File: config.mk
export PLATFORM = sky130hd
export DESIGN_NAME = operand_issue
export DESIGN_NICKNAME = d
export VERILOG_FILES = /design/src/oc_pkg.sv /design/src/operand_issue.sv
export VERILOG_INCLUDE_DIRS = /design/src /design/src/include
export SDC_FILE = /design/constraint.sdc
export NUM_CORES = 1
export LEC_CHECK = 0
export ABC_AREA = 1
export BUFFER_PORTS_ARGS = -buffer_cell sky130_fd_sc_hd__buf_2
export CAP_MARGIN = 40
export CORE_AREA = 10 10 261 263
export DETAILED_ROUTE_END_ITERATION = 6
export DIE_AREA = 0 0 271 273
export GPL_ROUTABILITY_DRIVEN = 0
export GPL_TIMING_DRIVEN = 0
export HOLD_SLACK_MARGIN = 0.06
export SETUP_SLACK_MARGIN = 0.5
export SLEW_MARGIN = 20
export SYNTH_ARGS = -nofsm -noshare
export SYNTH_HDL_FRONTEND = slang
export SYNTH_SLANG_ARGS = --single-unit
File: constraint.sdc
create_clock -name clk -period 1.4 [get_ports clk]
set_input_delay 0.07 -clock clk [delete_from_list [all_inputs] [get_ports clk]]
set_output_delay 0.07 -clock clk [all_outputs]
set_load 0.02 [all_outputs]
File: src/include/oc_params.svh
`ifndef OC_PARAMS_SVH
`define OC_PARAMS_SVH

// lanes per warp and bits per lane
`define OC_LANES        8
`define OC_LANE_W       32

// register file geometry, 64 registers over 4 banks
`define OC_WARPS        8
`define OC_REGS         8
`define OC_BANKS        4

// collector units
`define OC_COLLECTORS   4

// 4 collectors x 2 operands, so a bank queue can never overflow
`define OC_QUEUE_DEPTH  8

`endif

File: src/oc_pkg.sv
`default_nettype none

`include "oc_params.svh"

package oc_pkg;

    typedef logic [`OC_LANES*`OC_LANE_W-1:0] lane_vec_t;   // one register, all lanes
    typedef logic [$clog2(`OC_WARPS)-1:0] warp_id_t;
    typedef logic [$clog2(`OC_REGS)-1:0] reg_idx_t;
    typedef logic [$clog2(`OC_BANKS)-1:0] bank_id_t;
    typedef logic [$clog2(`OC_WARPS*`OC_REGS/`OC_BANKS)-1:0] row_id_t;
    typedef logic [$clog2(`OC_COLLECTORS)-1:0] cid_t;
    typedef logic [3:0] alu_op_t;
    typedef logic [31:0] instr_t;              // carried through untouched

    // the same 6 bits seen as {warp, reg} or as {row, bank}
    typedef union packed {
        struct packed {
            warp_id_t warp;
            reg_idx_t idx;
        } flat;
        struct packed {
            row_id_t  row;
            bank_id_t bank;                    // low bits spread a warp over the banks
        } banked;
    } phys_addr_u;

endpackage

`default_nettype wire

File: src/operand_issue.sv
`timescale 1ns/10ps
`default_nettype none

`include "oc_params.svh"

module operand_issue (
    input  logic                                 clk,
    input  logic                                 rst_n,
    input  logic                                 in_valid,
    input  oc_pkg::instr_t                       in_instr,
    input  oc_pkg::warp_id_t                     in_warp,
    input  oc_pkg::reg_idx_t                     in_dst,
    input  oc_pkg::alu_op_t                      in_alu_op,
    input  oc_pkg::reg_idx_t                     in_src1,
    input  logic                                 in_src1_valid,
    input  oc_pkg::reg_idx_t                     in_src2,
    input  logic                                 in_src2_valid,
    input  logic [15:0]                          in_imm,
    input  logic                                 in_imm_valid,
    input  logic [`OC_COLLECTORS-1:0]            busy,
    output logic                                 full,
    output logic                                 alloc_valid,
    output oc_pkg::cid_t                         alloc_cid,
    output oc_pkg::instr_t                       alloc_instr,
    output oc_pkg::warp_id_t                     alloc_warp,
    output oc_pkg::reg_idx_t                     alloc_dst,
    output oc_pkg::alu_op_t                      alloc_op,
    output logic [1:0]                           alloc_need,
    output oc_pkg::lane_vec_t                    alloc_preset1,
    output oc_pkg::lane_vec_t                    alloc_preset2,
    output logic [`OC_BANKS-1:0][1:0]            req_valid,
    output oc_pkg::row_id_t [`OC_BANKS-1:0][1:0] req_row,
    output oc_pkg::cid_t                         req_cid,
    output logic [`OC_BANKS-1:0][1:0]            req_slot
);
    import oc_pkg::*;

    localparam int CNT_W = $clog2(`OC_COLLECTORS + 1);

    reg_idx_t             pend_src1;
    reg_idx_t             pend_src2;
    logic                 pend_src1_valid;
    logic                 pend_src2_valid;
    logic [15:0]          pend_imm;
    logic                 pend_imm_valid;
    phys_addr_u           addr1;
    phys_addr_u           addr2;
    logic                 rd1;
    logic                 rd2;
    logic [`OC_BANKS-1:0] hit1;
    logic [`OC_BANKS-1:0] hit2;
    logic [CNT_W-1:0]     n_busy;

    always_ff @(posedge clk) begin
        if (!rst_n) begin
            alloc_valid <= 1'b0;
        end else begin
            alloc_valid <= in_valid;           // allocation on the next edge
        end
    end

    always_ff @(posedge clk) begin
        if (in_valid) begin
            alloc_instr     <= in_instr;
            alloc_warp      <= in_warp;
            alloc_dst       <= in_dst;
            alloc_op        <= in_alu_op;
            pend_src1       <= in_src1;
            pend_src2       <= in_src2;
            pend_src1_valid <= in_src1_valid;
            pend_src2_valid <= in_src2_valid;
            pend_imm        <= in_imm;
            pend_imm_valid  <= in_imm_valid;
        end
    end

    // lowest free collector
    always_comb begin
        alloc_cid = '0;
        n_busy    = '0;
        for (int c = `OC_COLLECTORS - 1; c >= 0; c--) begin
            if (!busy[c]) begin
                alloc_cid = cid_t'(c);
            end
            n_busy = n_busy + CNT_W'(busy[c]);
        end
    end

    assign full = (n_busy + CNT_W'(alloc_valid)) >= CNT_W'(`OC_COLLECTORS);   // pending counts

    assign rd1 = pend_src1_valid;
    assign rd2 = pend_src2_valid && !pend_imm_valid;   // imm replaces src2

    assign alloc_need    = {rd2, rd1};
    assign alloc_preset1 = '0;
    assign alloc_preset2 = pend_imm_valid ? {`OC_LANES{`OC_LANE_W'(pend_imm)}} : '0;
    assign req_cid       = alloc_cid;

    always_comb begin
        addr1.flat.warp = alloc_warp;
        addr1.flat.idx  = pend_src1;
        addr2.flat.warp = alloc_warp;
        addr2.flat.idx  = pend_src2;
        for (int b = 0; b < `OC_BANKS; b++) begin
            hit1[b] = alloc_valid && rd1 && (addr1.banked.bank == bank_id_t'(b));
            hit2[b] = alloc_valid && rd2 && (addr2.banked.bank == bank_id_t'(b));
            // a lone src2 request goes in lane 0
            req_valid[b]   = {hit1[b] && hit2[b], hit1[b] || hit2[b]};
            req_row[b][0]  = hit1[b] ? addr1.banked.row : addr2.banked.row;
            req_slot[b][0] = !hit1[b];
            req_row[b][1]  = addr2.banked.row;
            req_slot[b][1] = 1'b1;
        end
    end

endmodule

`default_nettype wire

### After elaboration in Yosys (flattened, before gate mapping)

Cells that the tools add are included.

* bits in registers: 68
* input port bits: 74
* output and inout port bits: 610
* logic and storage cells: 57

* $add $sub $neg: 4
* order comparisons: 1
* equal/unequal tests: 6
* multiplexer cells: 9
* reduce and logical (&&, ||, !) cells: 26

Operator list (count)
* $mux W240: 1
* $logic_and A1 B1 Y1: 15
* $eq A2 B2 Y1 const B: 4
* $mux W2: 4
* $add A3 B1 Y3: 2
* $logic_not A1 Y1: 5
* $eq A2 B1 Y1 const B: 2
* $logic_not A2 Y1: 2
* $logic_or A1 B1 Y1: 4
* $mux W1: 4
* $add A2 B1 Y3: 1
* $ge A3 B3 Y1 const B: 1
* $add A1 B1 Y2: 1

### Longest topological paths before layout

* depth in word-level cells: 5
* depth in mapped cells: 6
* depth with buffers taken out: 6

### Worst setup path before layout

No wires, ideal clock.

* path kind: input to output
* from: input port busy[0]
* to: output port full
* arrival: 1.266 ns
* required time: 1.330 ns
* slack: 0.064 ns
* cell stages on the path: 6
* path buffers: 0
* path through: inv_1 fa_1 inv_1 ha_1 a21oi_1 nor2_1

* longest elaborated chain between the ends: 3

Ends and longest elaborated chain
* start, declared: RTL line operand_issue.sv:20 `` input logic [`OC_COLLECTORS-1:0] busy, ``
* $add A3 B1 Y3: RTL line operand_issue.sv:85 `n_busy = n_busy + CNT_W'(busy[c]);`
* $add A3 B1 Y3: RTL line operand_issue.sv:89 `` assign full = (n_busy + CNT_W'(alloc_valid)) >= CNT_W'(`OC_COLLECTORS); ``
* $ge A3 B3 Y1: RTL line operand_issue.sv:89
* end, declared: RTL line operand_issue.sv:21 `output logic full,`

No other way between the ends.

### Final worst setup path

* from: register pend_imm_valid
* to: output port alloc_preset2[79]

* longest elaborated chain between the ends: 1

Ends and longest elaborated chain
* start, declared: RTL line operand_issue.sv:45 `logic pend_imm_valid;`
* start signal, assigned: RTL line operand_issue.sv:73 `pend_imm_valid <= in_imm_valid;`
* $mux W240: RTL line operand_issue.sv:96 `` assign alloc_preset2 = pend_imm_valid ? {`OC_LANES{`OC_LANE_W'(pend_imm)}} : '0; ``
* end, declared: RTL line operand_issue.sv:30 `output oc_pkg::lane_vec_t alloc_preset2,`

No other way between the ends.

==> results.md <==
- Unrepaired setup endpoints after global routing: yes
- Total CTS buffers: 9
- Netlist Area Pre-Place: 0.00647 sq mm
- Row cnt: 92
- Status: finished with violations
- Bufs on Longest Clock Path: 2
- Main synth FF type: edfxtp_1
- Gate Count Post-Synth: 696
- Critical Path AT: 1570 ps
- Crit path kind: reg -> out
- Aggregate routed wire length: 27,000 um
- TritonRoute pass-1 iters: 4
- Clk pwr share: 0.260
- Clk sink count: 68
- Psw: 3.90 mW
- Count of cell types in the netlist: 19
- Hold Path End: alloc_valid
- Vias in the first global route: 5,697
- YS warnings: 0
- Avg WL per Cell: 11.6 um
- Core Footprint: 0.0627 sq mm
- Inst Count DP: 2,224
- Vias: 5,398
- Post-synth top area share: 0.617
- CTS tree: yes
- Final worst setup slack: -240 ps
- Overall Global Routing Usage: 0.0673
- Pin count of the biggest net entering global routing: 44
- Die area: 0.0740 sq mm
- Reg clk slew, reported paths: 60 ps
- CP startpoint kind: register
- Hold Slack: 148 ps
- Post-synth ARST share: 0
- Leak: 7.55 nW
- Final setup violation count: 144
- Post-route non-filler standard cell count: 2,333
- Max cap viols: 0
- Worst slack at placement: -185 ps
- Die H: 273 um
- Initial detailed-routing violation count: 57
- Comb power frac: 0.496
- P_int: 6.53 mW
- Failing checks: setup timing
- Final worst-path cycle share: 1.17
- EDFF count, synth: 67
- Vias per inst: 2.31
- Initial core utilization: 0.103
- Sequential fraction of the synthesis area: 0.314
- I/O pins: 684
- Required @ worst endpoint: 1330 ps
- Hold depth: 3
- Sw Ratio: 0.374
- Register share of total power: 0.244
- Final Util: 0.224
- Kind of end point of the critical path: output port
- Fmax: 610 MHz
- Layout cells sized above 1: 0.636
- Initial antenna violation count: 2
- PortBufs: 295
- Congestion Overflow GR: 0
- FF+latch count, synth: 68
- ANT nets after route: 0
- Post-layout minimum cycle time: 1640 ps
- Fin. Hold Viols: 0
- Cell chosen for the clock root: clkbuf_16
- HPWL Detailed: 22,400 um
- Max Slew Vio Count: 0
- Htree depth: 3
- Power per cell area: 742 mW/mm^2
- Fin nets: 1,556
- Syn avg cell area: 9.30 sq um
- Commonest cells after routing, fill and taps aside: buf_4, conb_1, buf_6, buf_2, dlygate4sd3_1
- Crit Path Max Fanout: 8
- First-pass GRT wire length: 37,400 um
- Setup_tns: -23,890 ps
- Worst Hold Class: in -> reg
- Worst vdd ir: 0.572 mV
- Chip Width: 271 um
- Largest area contributor in the netlist: buf_4
- Hold Path Origin: in_valid
- Most common cell after layout, fill and taps aside: buf_4
- # DRC: 0
- Area grow syn2layout: 117%
- Synth area leaders: buf_4, edfxtp_1, nand2_1, inv_1, nand3_1
-- synthesized netlist by cell type, types with 2 or more instances --
cell type	count
nand3_1	7
buf_2	2
nand2_1	33
buf_4	532
nand2_4	3
edfxtp_1	67
nor2_2	5
a21oi_1	3
conb_1	2
nor2_1	7
inv_1	27
-- how the worst max path moves through the flow --
stage	from	end	slack, ps	cells past startpoint
3_3_place_gp	in_valid	pend_imm[11]	-520	1
6_report	pend_imm_valid	alloc_preset2[79]	-240	7
5_1_grt	pend_imm_valid	req_valid[3]	-330	6
3_5_place_dp	busy[1]	full	-190	8
2_1_floorplan	busy[1]	full	170	6
4_1_cts	pend_imm_valid	req_valid[3]	-320	6
-- power groups by stage --
| stage | sequential [mW] | clock, mW | combinational, mW |
|---|---|---|---|
| after floorplan | 2.69 | 0 | 3.14 |
| after global placement | 2.57 | 0 | 4.04 |
| after detailed placement | 2.57 | 0 | 4.06 |
| after CTS | 2.54 | 2.90 | 5.01 |
| after global routing | 2.57 | 2.95 | 5.48 |
| final | 2.55 | 2.71 | 5.18 |
-- kinds of logic after synthesis --
family	Yosys count	share of synthesized area
flops	68	0.314
compound gates	4	0.00309
simple gates	57	0.0414
buf+inv	563	0.636
other cells	2	0.00116
fa+ha+maj	2	0.00502
-- metal layers --
layer  global-route usage  vias up  routed length, um
met5                    0        -                  0
met2                0.124      314              14800
li1                     -     2803                  -
met1               0.0649     2267               9070
met4               0.0229        0                365
met3               0.0319       14               2800
-- cell type report --
type	count	area, sq um
diodes	2	5.00
repair buffers	387	3760
well taps	846	1060
inverters	29	241
plain buffers	534	4410
fillers	6754	48700
clock buffers	9	225
multi-input cells	451	2220
flip-flops and latches	68	2040
clock inverters	7	105
-- repair_timing --
action                                 CTS  global route
pin swaps                               19            10
setup endpoints to repair              222           219
endpoints found under the hold margin   68             0
hold buffers                            68             0
resized for setup                      384            59
gates cloned                             0             0
buffers inserted                        21             2
-- critical path, cell delays in order, from the launching register on --
cell      delay (ps)
edfxtp_1         380
buf_6            150
buf_4            150
buf_6            120
nand2_4           70
inv_8             60
buf_4            140
buf_6            120
-- stage by stage --
step           instance area (sq um)  power [mW]
6_report                       14100        10.4
5_1_grt                        14100        11.0
4_1_cts                        13900        10.4
3_5_place_dp                   11200        6.64
3_3_place_gp                   11200        6.62
2_1_floorplan                   8640        5.83
-- state kept, by name, indices dropped and copies added (netlist names) --
register	flops
pend_imm_valid	1
alloc_instr	32
pend_imm	16
alloc_warp	3
alloc_op	4
alloc_valid	1
pend_src2_valid	1
pend_src1	3
pend_src2	3
pend_src1_valid	1
alloc_dst	3
(Power assumes the default switching activity.)
